[src/pipePkg.sv]
package pipePkg;

    localparam int pcWidth = 6;

    typedef logic [pcWidth-1:0] pc_t;

    // Restart address after a TRAP retires
    localparam pc_t trapVector = 6'h20;

    typedef enum logic [2:0] {
        ALU    = 3'd0,
        LOAD   = 3'd1,
        JUMP   = 3'd2,
        BRANCH = 3'd3,
        TRAP   = 3'd4
    } opcode_t;

    typedef struct packed {
        opcode_t     opcode;
        logic [1:0]  latency;
        logic [26:0] unused;
    } aluFields_t;

    // Offset is relative to the instruction's own PC
    typedef struct packed {
        opcode_t            opcode;
        logic               cond;
        logic signed [5:0]  offset;
        logic [21:0]        unused;
    } ctrlFields_t;

    typedef union packed {
        aluFields_t  alu;
        ctrlFields_t ctrl;
    } instr_t;

    typedef struct packed {
        logic   valid;
        pc_t    pc;
        instr_t instr;
    } slot_t;

    localparam slot_t bubbleSlot = '0;

endpackage

[src/decodeStage.sv]
`timescale 1ns/1ps

module decodeStage (
    input  logic            clk,
    input  logic            reset,
    input  logic            stallD,
    input  logic            flushD,
    input  pipePkg::slot_t  slotIn,
    output pipePkg::slot_t  slotOut,
    output logic            branchD,
    output pipePkg::pc_t    targetD
);
    import pipePkg::*;

    ctrlFields_t ctrl;

    always_ff @(posedge clk) begin
        if (reset || flushD) begin
            slotOut <= bubbleSlot;
        end else if (!stallD) begin
            slotOut <= slotIn;
        end
    end

    assign ctrl = slotOut.instr.ctrl;

    // Jumps are unconditional, so they resolve here without waiting for M
    assign branchD = slotOut.valid && (ctrl.opcode == JUMP);
    assign targetD = slotOut.pc + pc_t'(ctrl.offset);

endmodule

[src/execStage.sv]
`timescale 1ns/1ps

module execStage (
    input  logic            clk,
    input  logic            reset,
    input  logic            stallE,
    input  logic            flushE,
    input  pipePkg::slot_t  slotIn,
    output pipePkg::slot_t  slotOut,
    output logic            eWait
);
    import pipePkg::*;

    aluFields_t aluIn;
    logic [1:0] count;

    assign aluIn = slotIn.instr.alu;

    always_ff @(posedge clk) begin
        if (reset || flushE) begin
            slotOut <= bubbleSlot;
            count   <= '0;
        end else if (!stallE) begin
            slotOut <= slotIn;
            // Latency counts the extra cycles beyond the first one in E
            if (slotIn.valid && (aluIn.opcode == ALU)) begin
                count <= aluIn.latency;
            end else begin
                count <= '0;
            end
        end else if (count != '0) begin
            count <= count - 2'd1;
        end
    end

    // The countdown keeps running while a load in M holds everything up
    assign eWait = (count != '0);

endmodule

[src/fetchUnit.sv]
`timescale 1ns/1ps

module fetchUnit (
    input  logic             clk,
    input  logic             reset,
    input  logic             stallF,
    input  logic             flushF2,
    input  logic             redirectD,
    input  pipePkg::pc_t     targetD,
    input  logic             redirectM,
    input  pipePkg::pc_t     targetM,
    input  logic             redirectW,
    output logic             imemReqValid,
    output pipePkg::pc_t     imemReqAddr,
    input  logic             imemReqReady,
    input  logic             imemRespValid,
    input  pipePkg::instr_t  imemRespData,
    output logic             iWait,
    output pipePkg::slot_t   slotF2
);
    import pipePkg::*;

    pc_t    pc;
    pc_t    reqPc;
    logic   pending;
    logic   held;
    instr_t heldWord;
    instr_t respWord;
    logic   redirect;
    logic   respReady;
    logic   accept;
    logic   consume;
    slot_t  fetched;

    assign redirect  = redirectW | redirectM | redirectD;
    // A response that arrived during a stall is parked until F2 can take it
    assign respReady = pending & (held | imemRespValid);
    assign respWord  = held ? heldWord : imemRespData;
    assign iWait     = pending & ~respReady;

    // No request goes out on a redirect cycle, so every accepted fetch is on the new path
    assign imemReqValid = ~pending & ~stallF & ~redirect;
    assign imemReqAddr  = pc;
    assign accept       = imemReqValid & imemReqReady;
    assign consume      = respReady & (flushF2 | ~stallF);

    assign fetched = '{valid: 1'b1, pc: reqPc, instr: respWord};

    always_ff @(posedge clk) begin
        if (reset) begin
            pc      <= '0;
            pending <= 1'b0;
            held    <= 1'b0;
        end else begin
            // Redirects land even while F is stalled waiting on memory
            if (redirectW) begin
                pc <= trapVector;
            end else if (redirectM) begin
                pc <= targetM;
            end else if (redirectD) begin
                pc <= targetD;
            end else if (accept) begin
                pc <= pc + pc_t'(1);
            end
            if (accept) begin
                pending <= 1'b1;
            end else if (consume) begin
                pending <= 1'b0;
            end
            if (consume) begin
                held <= 1'b0;
            end else if (pending && imemRespValid) begin
                held <= 1'b1;
            end
        end
    end

    always_ff @(posedge clk) begin
        if (accept) begin
            reqPc <= pc;
        end
        if (imemRespValid) begin
            heldWord <= imemRespData;
        end
    end

    always_ff @(posedge clk) begin
        if (reset || flushF2) begin
            slotF2 <= bubbleSlot;
        end else if (!stallF) begin
            slotF2 <= respReady ? fetched : bubbleSlot;
        end
    end

endmodule

[src/hazardUnit.sv]
`timescale 1ns/1ps

module hazardUnit (
    input  logic clk,
    input  logic reset,
    input  logic branchD,
    input  logic branchM,
    input  logic excpM,
    input  logic excpW,
    input  logic iWait,
    input  logic eWait,
    input  logic dWait,
    output logic stallF,
    output logic flushF2,
    output logic stallD,
    output logic flushD,
    output logic stallE,
    output logic flushE,
    output logic stallM,
    output logic flushM,
    output logic flushW
);

    // Each flag marks a fetch still in flight when the pipe was redirected
    logic excpPend;
    logic excpPendNext;
    logic branchPend;
    logic branchPendNext;
    logic jumpPend;
    logic jumpPendNext;

    always_ff @(posedge clk) begin
        if (reset) begin
            excpPend   <= 1'b0;
            branchPend <= 1'b0;
            jumpPend   <= 1'b0;
        end else begin
            excpPend   <= excpPendNext;
            branchPend <= branchPendNext;
            jumpPend   <= jumpPendNext;
        end
    end

    always_comb begin
        stallF         = 1'b0;
        flushF2        = 1'b0;
        stallD         = 1'b0;
        flushD         = 1'b0;
        stallE         = 1'b0;
        flushE         = 1'b0;
        stallM         = 1'b0;
        flushM         = 1'b0;
        flushW         = 1'b0;
        excpPendNext   = excpPend;
        branchPendNext = branchPend;
        jumpPendNext   = jumpPend;

        if (excpW || excpM) begin
            flushF2 = 1'b1;
            flushD  = 1'b1;
            flushE  = 1'b1;
            flushM  = 1'b1;
            flushW  = excpW;
            if (iWait) begin
                stallF       = 1'b1;
                excpPendNext = 1'b1;
            end
        end else if (dWait) begin
            stallF = 1'b1;
            stallD = 1'b1;
            stallE = 1'b1;
            stallM = 1'b1;
            flushW = 1'b1;
        end else if (branchM) begin
            flushF2 = 1'b1;
            flushD  = 1'b1;
            flushE  = 1'b1;
            flushM  = 1'b1;
            if (iWait) begin
                stallF         = 1'b1;
                branchPendNext = 1'b1;
            end
        end else if (eWait) begin
            stallF = 1'b1;
            stallD = 1'b1;
            stallE = 1'b1;
            flushM = 1'b1;
        end else if (branchD) begin
            flushF2 = 1'b1;
            flushD  = 1'b1;
            if (iWait) begin
                stallF       = 1'b1;
                jumpPendNext = 1'b1;
            end
        end else if (iWait) begin
            stallF  = 1'b1;
            flushF2 = 1'b1;
        end

        // The stale word shows up once the wait ends and is dropped here
        if (!iWait && excpPend) begin
            flushF2      = 1'b1;
            flushD       = 1'b1;
            excpPendNext = 1'b0;
        end
        if (!iWait && branchPend) begin
            flushF2        = 1'b1;
            flushD         = 1'b1;
            branchPendNext = 1'b0;
        end
        if (!iWait && jumpPend) begin
            flushF2      = 1'b1;
            flushD       = 1'b1;
            jumpPendNext = 1'b0;
        end
    end

endmodule

[src/memStage.sv]
`timescale 1ns/1ps

module memStage (
    input  logic            clk,
    input  logic            reset,
    input  logic            stallM,
    input  logic            flushM,
    input  pipePkg::slot_t  slotIn,
    input  logic            dWaitIn,
    output pipePkg::slot_t  slotOut,
    output logic            branchM,
    output pipePkg::pc_t    targetM,
    output logic            dWait,
    output logic            excpM
);
    import pipePkg::*;

    ctrlFields_t ctrl;

    always_ff @(posedge clk) begin
        if (reset || flushM) begin
            slotOut <= bubbleSlot;
        end else if (!stallM) begin
            slotOut <= slotIn;
        end
    end

    assign ctrl = slotOut.instr.ctrl;

    // The condition bit stands in for a compare result
    assign branchM = slotOut.valid && (ctrl.opcode == BRANCH) && ctrl.cond;
    assign targetM = slotOut.pc + pc_t'(ctrl.offset);

    // Only a load talks to data memory, so only a load can be held here
    assign dWait = slotOut.valid && (ctrl.opcode == LOAD) && dWaitIn;
    assign excpM = slotOut.valid && (ctrl.opcode == TRAP);

endmodule

[src/pipeTop.sv]
`timescale 1ns/1ps

module pipeTop (
    input  logic             clk,
    input  logic             reset,
    input  logic             imemReqReady,
    input  logic             imemRespValid,
    input  pipePkg::instr_t  imemRespData,
    input  logic             dWaitIn,
    output logic             imemReqValid,
    output pipePkg::pc_t     imemReqAddr,
    output logic             commitValid,
    output pipePkg::pc_t     commitPc,
    output pipePkg::instr_t  commitInstr
);
    import pipePkg::*;

    slot_t slotF2;
    slot_t slotD;
    slot_t slotE;
    slot_t slotM;
    pc_t   targetD;
    pc_t   targetM;
    logic  branchD;
    logic  branchM;
    logic  excpM;
    logic  excpW;
    logic  iWait;
    logic  eWait;
    logic  dWait;
    logic  stallF;
    logic  flushF2;
    logic  stallD;
    logic  flushD;
    logic  stallE;
    logic  flushE;
    logic  stallM;
    logic  flushM;
    logic  flushW;

    fetchUnit uFetch (
        .clk(clk), .reset(reset), .stallF(stallF), .flushF2(flushF2),
        .redirectD(branchD), .targetD(targetD), .redirectM(branchM), .targetM(targetM),
        .redirectW(excpW), .imemReqValid(imemReqValid), .imemReqAddr(imemReqAddr),
        .imemReqReady(imemReqReady), .imemRespValid(imemRespValid),
        .imemRespData(imemRespData), .iWait(iWait), .slotF2(slotF2)
    );

    decodeStage uDecode (
        .clk(clk), .reset(reset), .stallD(stallD), .flushD(flushD), .slotIn(slotF2),
        .slotOut(slotD), .branchD(branchD), .targetD(targetD)
    );

    execStage uExec (
        .clk(clk), .reset(reset), .stallE(stallE), .flushE(flushE), .slotIn(slotD),
        .slotOut(slotE), .eWait(eWait)
    );

    memStage uMem (
        .clk(clk), .reset(reset), .stallM(stallM), .flushM(flushM), .slotIn(slotE),
        .dWaitIn(dWaitIn), .slotOut(slotM), .branchM(branchM), .targetM(targetM),
        .dWait(dWait), .excpM(excpM)
    );

    writebackStage uWriteback (
        .clk(clk), .reset(reset), .flushW(flushW), .slotIn(slotM),
        .commitValid(commitValid), .commitPc(commitPc), .commitInstr(commitInstr),
        .excpW(excpW)
    );

    hazardUnit uHazard (
        .clk(clk), .reset(reset), .branchD(branchD), .branchM(branchM), .excpM(excpM),
        .excpW(excpW), .iWait(iWait), .eWait(eWait), .dWait(dWait), .stallF(stallF),
        .flushF2(flushF2), .stallD(stallD), .flushD(flushD), .stallE(stallE),
        .flushE(flushE), .stallM(stallM), .flushM(flushM), .flushW(flushW)
    );

endmodule

[src/writebackStage.sv]
`timescale 1ns/1ps

module writebackStage (
    input  logic             clk,
    input  logic             reset,
    input  logic             flushW,
    input  pipePkg::slot_t   slotIn,
    output logic             commitValid,
    output pipePkg::pc_t     commitPc,
    output pipePkg::instr_t  commitInstr,
    output logic             excpW
);
    import pipePkg::*;

    slot_t slotW;

    always_ff @(posedge clk) begin
        if (reset || flushW) begin
            slotW <= bubbleSlot;
        end else begin
            slotW <= slotIn;
        end
    end

    // A trap retires as a redirect and never shows up on the commit port
    assign excpW       = slotW.valid && (slotW.instr.ctrl.opcode == TRAP);
    assign commitValid = slotW.valid && (slotW.instr.ctrl.opcode != TRAP);
    assign commitPc    = slotW.pc;
    assign commitInstr = slotW.instr;

endmodule

[config.mk]
export PLATFORM = sky130hd
export DESIGN_NAME = pipeTop
export DESIGN_NICKNAME = d
export VERILOG_FILES = /design/src/pipePkg.sv /design/src/decodeStage.sv /design/src/execStage.sv /design/src/fetchUnit.sv /design/src/hazardUnit.sv /design/src/memStage.sv /design/src/pipeTop.sv /design/src/writebackStage.sv
export SDC_FILE = /design/constraint.sdc
export NUM_CORES = 1
export LEC_CHECK = 0
export BUFFER_PORTS_ARGS = -buffer_cell sky130_fd_sc_hd__buf_2
export CAP_MARGIN = 0
export CORE_AREA = 2 2 119 179
export CTS_CLUSTER_SIZE = 28
export DETAILED_ROUTE_END_ITERATION = 10
export DIE_AREA = 0 0 121 181
export HOLD_SLACK_MARGIN = 0.03
export PLACE_DENSITY = 0.78
export SYNTH_ARGS = -nofsm -noshare
export SYNTH_HDL_FRONTEND = slang
export SYNTH_HIERARCHICAL = 1
export SYNTH_SLANG_ARGS = --single-unit
[constraint.sdc]
create_clock -name clk -period 9.95 [get_ports clk]
set_input_delay 2.985 -clock clk [delete_from_list [all_inputs] [get_ports clk]]
set_output_delay 2.985 -clock clk [all_outputs]
set_load 0.1 [all_outputs]
==> impl_metrics.ini <==
[worst_setup_path]
worstRegToRegCells = 10
crit_end = imemReqValid
end_kind = output port
critical_path_class = in2out
worstPathArrival_ns = 5.30
worstReg2RegStart = uMem/slotOut[38]
crit_path_top_delay_cell = nor4b_1
r2r_slack_ns = 6.89
cp_max_fo = 43
slowest_delay_ns = 0.66
rr_endpoint = uFetch/slotF2[6]
crit_chain = buf_2 -> nor4b_1 -> inv_2 -> o21a_1 -> o31ai_4 -> buf_4 -> nor2_1 -> nand2_1 -> nor2_1 -> buf_2
critPathRequiredTime_ns = 6.97
critPathLaunch = dWaitIn
critPathLaunchType = primary input

[timing]
setup_viol = 0
fin_worst_skew_ns = 0.0156
period_needed_ns = 8.29
max_freq_mhz = 121
final.period_utilization_pct = 83.3
max_slew_margin_pct = 27.5
rsz0062_at_grt = false
hold_violations = 0
finalSetupTns_ns = 0
drv_slew = 0
worst_slew_pin_slew_ns = 1.09

[clock_tree]
cts_sinks = 246
path_clk_slew_ns = 0.06
cts_setup_buffers = 0
root_buffer = clkbuf_16
cts_hold_buf = 0
cts_buffers = 22
clock_latency_ns = 0.51
clockBufferDepth = 3
postCtsResizedCells = 0
cts_tree = done
htree_levels = 1

[layout]
final_cells = 1185
post-route-util_pct = 52.7
syn_to_final_growth_pct = 8.85
layout.nets = 957
drive_above_1_share_pct = 21.9
fillers = 1766
n_antenna_cell = 0
register_area_um2 = 5310
fin_area_um2 = 10700
multi_input_area_um2 = 3750

[synth]
synthArstFlopShare_pct = 0
synth-seq-cells = 246
synth_edf_count = 38
synth_area_um2 = 9800
syn-instance-count = 876
synth_top_area_share_pct = 42.5
synth_area_leader_cell = dfxtp_1
syn_nets = 927
ys_seq_area_share_pct = 54.1
avgSynthCellArea_um2 = 11.2
ys_types = 59
synthFlopType = dfxtp_1
yosysWarnings = 6
ys_top_cells_by_area = dfxtp_1 42%, mux2i_1 12%, edfxtp_1 12%, nor2_1 6.5%, buf_4 3.9%

[floorplanning]
ios = 83
num_rows = 64
core_region_area_um2 = 20300
die_y_um = 181
die_area_um2 = 21900
start_util_pct = 48.4
die_w_um = 121

[route]
drt_pass1_iterations = 5
drtIter0Drc = 314
wl_per_cell_um = 14.7
wirelength_mm = 17.5
via_per_inst = 5.10
num_vias = 6039
ant_nets = 0
drcViolationCount = 0

[place]
place_congestion = 0.810
postPlaceCellArea_um2 = 9950
portBuffers = 82
dpl.hpwl_mm = 12.0
dp.cells = 1146

[global_route]
grt_pass1_wl_mm = 29.3
grt-ovfl-total = 0
grtUsageTotal_pct = 16.1
grt_max_degree = 52
antenna_found_initial = 0
grt_pass1_vias = 5820

[flow_run]
maxCapViolations = 0

[pwr]
p_per_area_nw_per_um2 = 185
comb_power_share_pct = 5.3
power_frac_seq_pct = 52.9
power_uw = 1980
irDropWorstVdd_v = 0.000110
pwr-share-clk_pct = 41.7
p_sw_uw = 442
p_leak_uw = 0.00407
sw_frac_of_total_pct = 22.4
p_int_uw = 1540

[run_status]
status = finished, final reports clean

[worst_hold_path]
worstHoldStart = uMem/ctrl[20]
worstHoldPathCells = 1
hold_path.class = reg2reg
## per-stage QoR
stage | hold slack, ns | worst slack [ns]
after global routing | 0.484 | 1.50
after detailed placement | 0.448 | 1.71
after CTS | 0.461 | 1.69
final | 0.456 | 1.66
after global placement | 0.444 | 1.80
after floorplan | 0.430 | 1.92
## layout by cell type, fill, tap and decap left out, drive strengths merged, types with 10 or more instances in the layout
cell / instances
nand2: 10
dfxtp: 208
mux2: 32
ha: 12
a22oi: 38
nor2: 175
buf: 96
mux2i: 120
clkbuf: 27
xnor2: 10
edfxtp: 38
o21ai: 10
and2: 40
a21oi: 13
inv: 14
## kinds of logic after synthesis
kind of cell	share of synthesized area, %
AND/OR/NAND/NOR	12.3
flip-flops	54.1
multiplexers	15.9
buffers and inverters	7.91
AO/OA/AOI/OAI	6.42
XOR/XNOR	1.34
adder cells (fa/ha/maj)	1.94
## area by class of cell
type                    instances  share of cell area (%)
repair buffers                 96                    4.83
well taps                     264                    3.10
clock inverters                12                   0.938
clock buffers                  27                    5.76
multi-input cells             526                    35.2
inverters                      14                   0.493
flip-flops and latches        246                    49.7
## per-layer routing
layer  global-route usage [%]  wire length (µm)  vias up
met2                     26.5              8320      146
met4                     5.26               431        0
met1                     21.7              8020     2845
li1                         -                 -     3016
met3                     2.21               697       32
met5                        0                 0        -
## state kept, by name, indices dropped and copies added (netlist names), 7 cells and up
| signal | flops |
|---|---|
| uDecode/ctrl | 32 |
| uDecode/slotOut | 7 |
| uExec/slotOut | 39 |
| uFetch/heldWord | 32 |
| uFetch/slotF2 | 39 |
| uMem/ctrl | 32 |
| uMem/slotOut | 7 |
| uWriteback/commitInstr | 32 |
## critical path, delay by kind of cell
kind,cells,cell delay [ns]
buffers and inverters,4,0.96
and+or+nand+nor,4,0.94
AOI/OAI and AO/OA,2,0.40
## power by group through the flow
| stage | combinational, µW | clock, µW | sequential [µW] |
|---|---|---|---|
| 3_5_place_dp | 106 | 0 | 1070 |
| 3_3_place_gp | 104 | 0 | 1070 |
| 5_1_grt | 115 | 889 | 1050 |
| 2_1_floorplan | 67.3 | 0 | 1080 |
| 6_report | 106 | 825 | 1050 |
| 4_1_cts | 107 | 846 | 1050 |
## cells in the mapped netlist (2+ instances only)
cell        n
dfxtp_1   208
nor2_1    171
mux2i_1   120
buf_4      51
a22oi_1    38
edfxtp_1   38
mux2_2     32
and2_1     23
and2_2     17
inv_1      13
ha_1       12
a21oi_1    11
buf_6      11
buf_2      10
nand2_1    10
o21ai_0    10
xnor2_1    10
clkbuf_1    9
nor3_1      9
xor2_1      5
a21o_1      4
buf_12      4
nand3_1     4
nor2b_1     4
o21bai_1    4
or2_1       4
a211oi_2    3
a21oi_2     2
and3_1      2
clkbuf_2    2
clkbuf_8    2
fa_1        2
nand2b_1    2
nor2_2      2
nor2_4      2
o22ai_1     2
## how the worst min path moves through the flow
| stage | to | slack, ns |
|---|---|---|
| 2_1_floorplan | uWriteback/commitInstr[10] | 0.43 |
| 3_3_place_gp | uWriteback/commitInstr[7] | 0.44 |
| 3_5_place_dp | uWriteback/commitInstr[10] | 0.45 |
| 4_1_cts | uWriteback/commitInstr[20] | 0.46 |
| 5_1_grt | uWriteback/commitInstr[20] | 0.48 |
| 6_report | uWriteback/commitInstr[20] | 0.46 |
(Power assumes the default switching activity.)
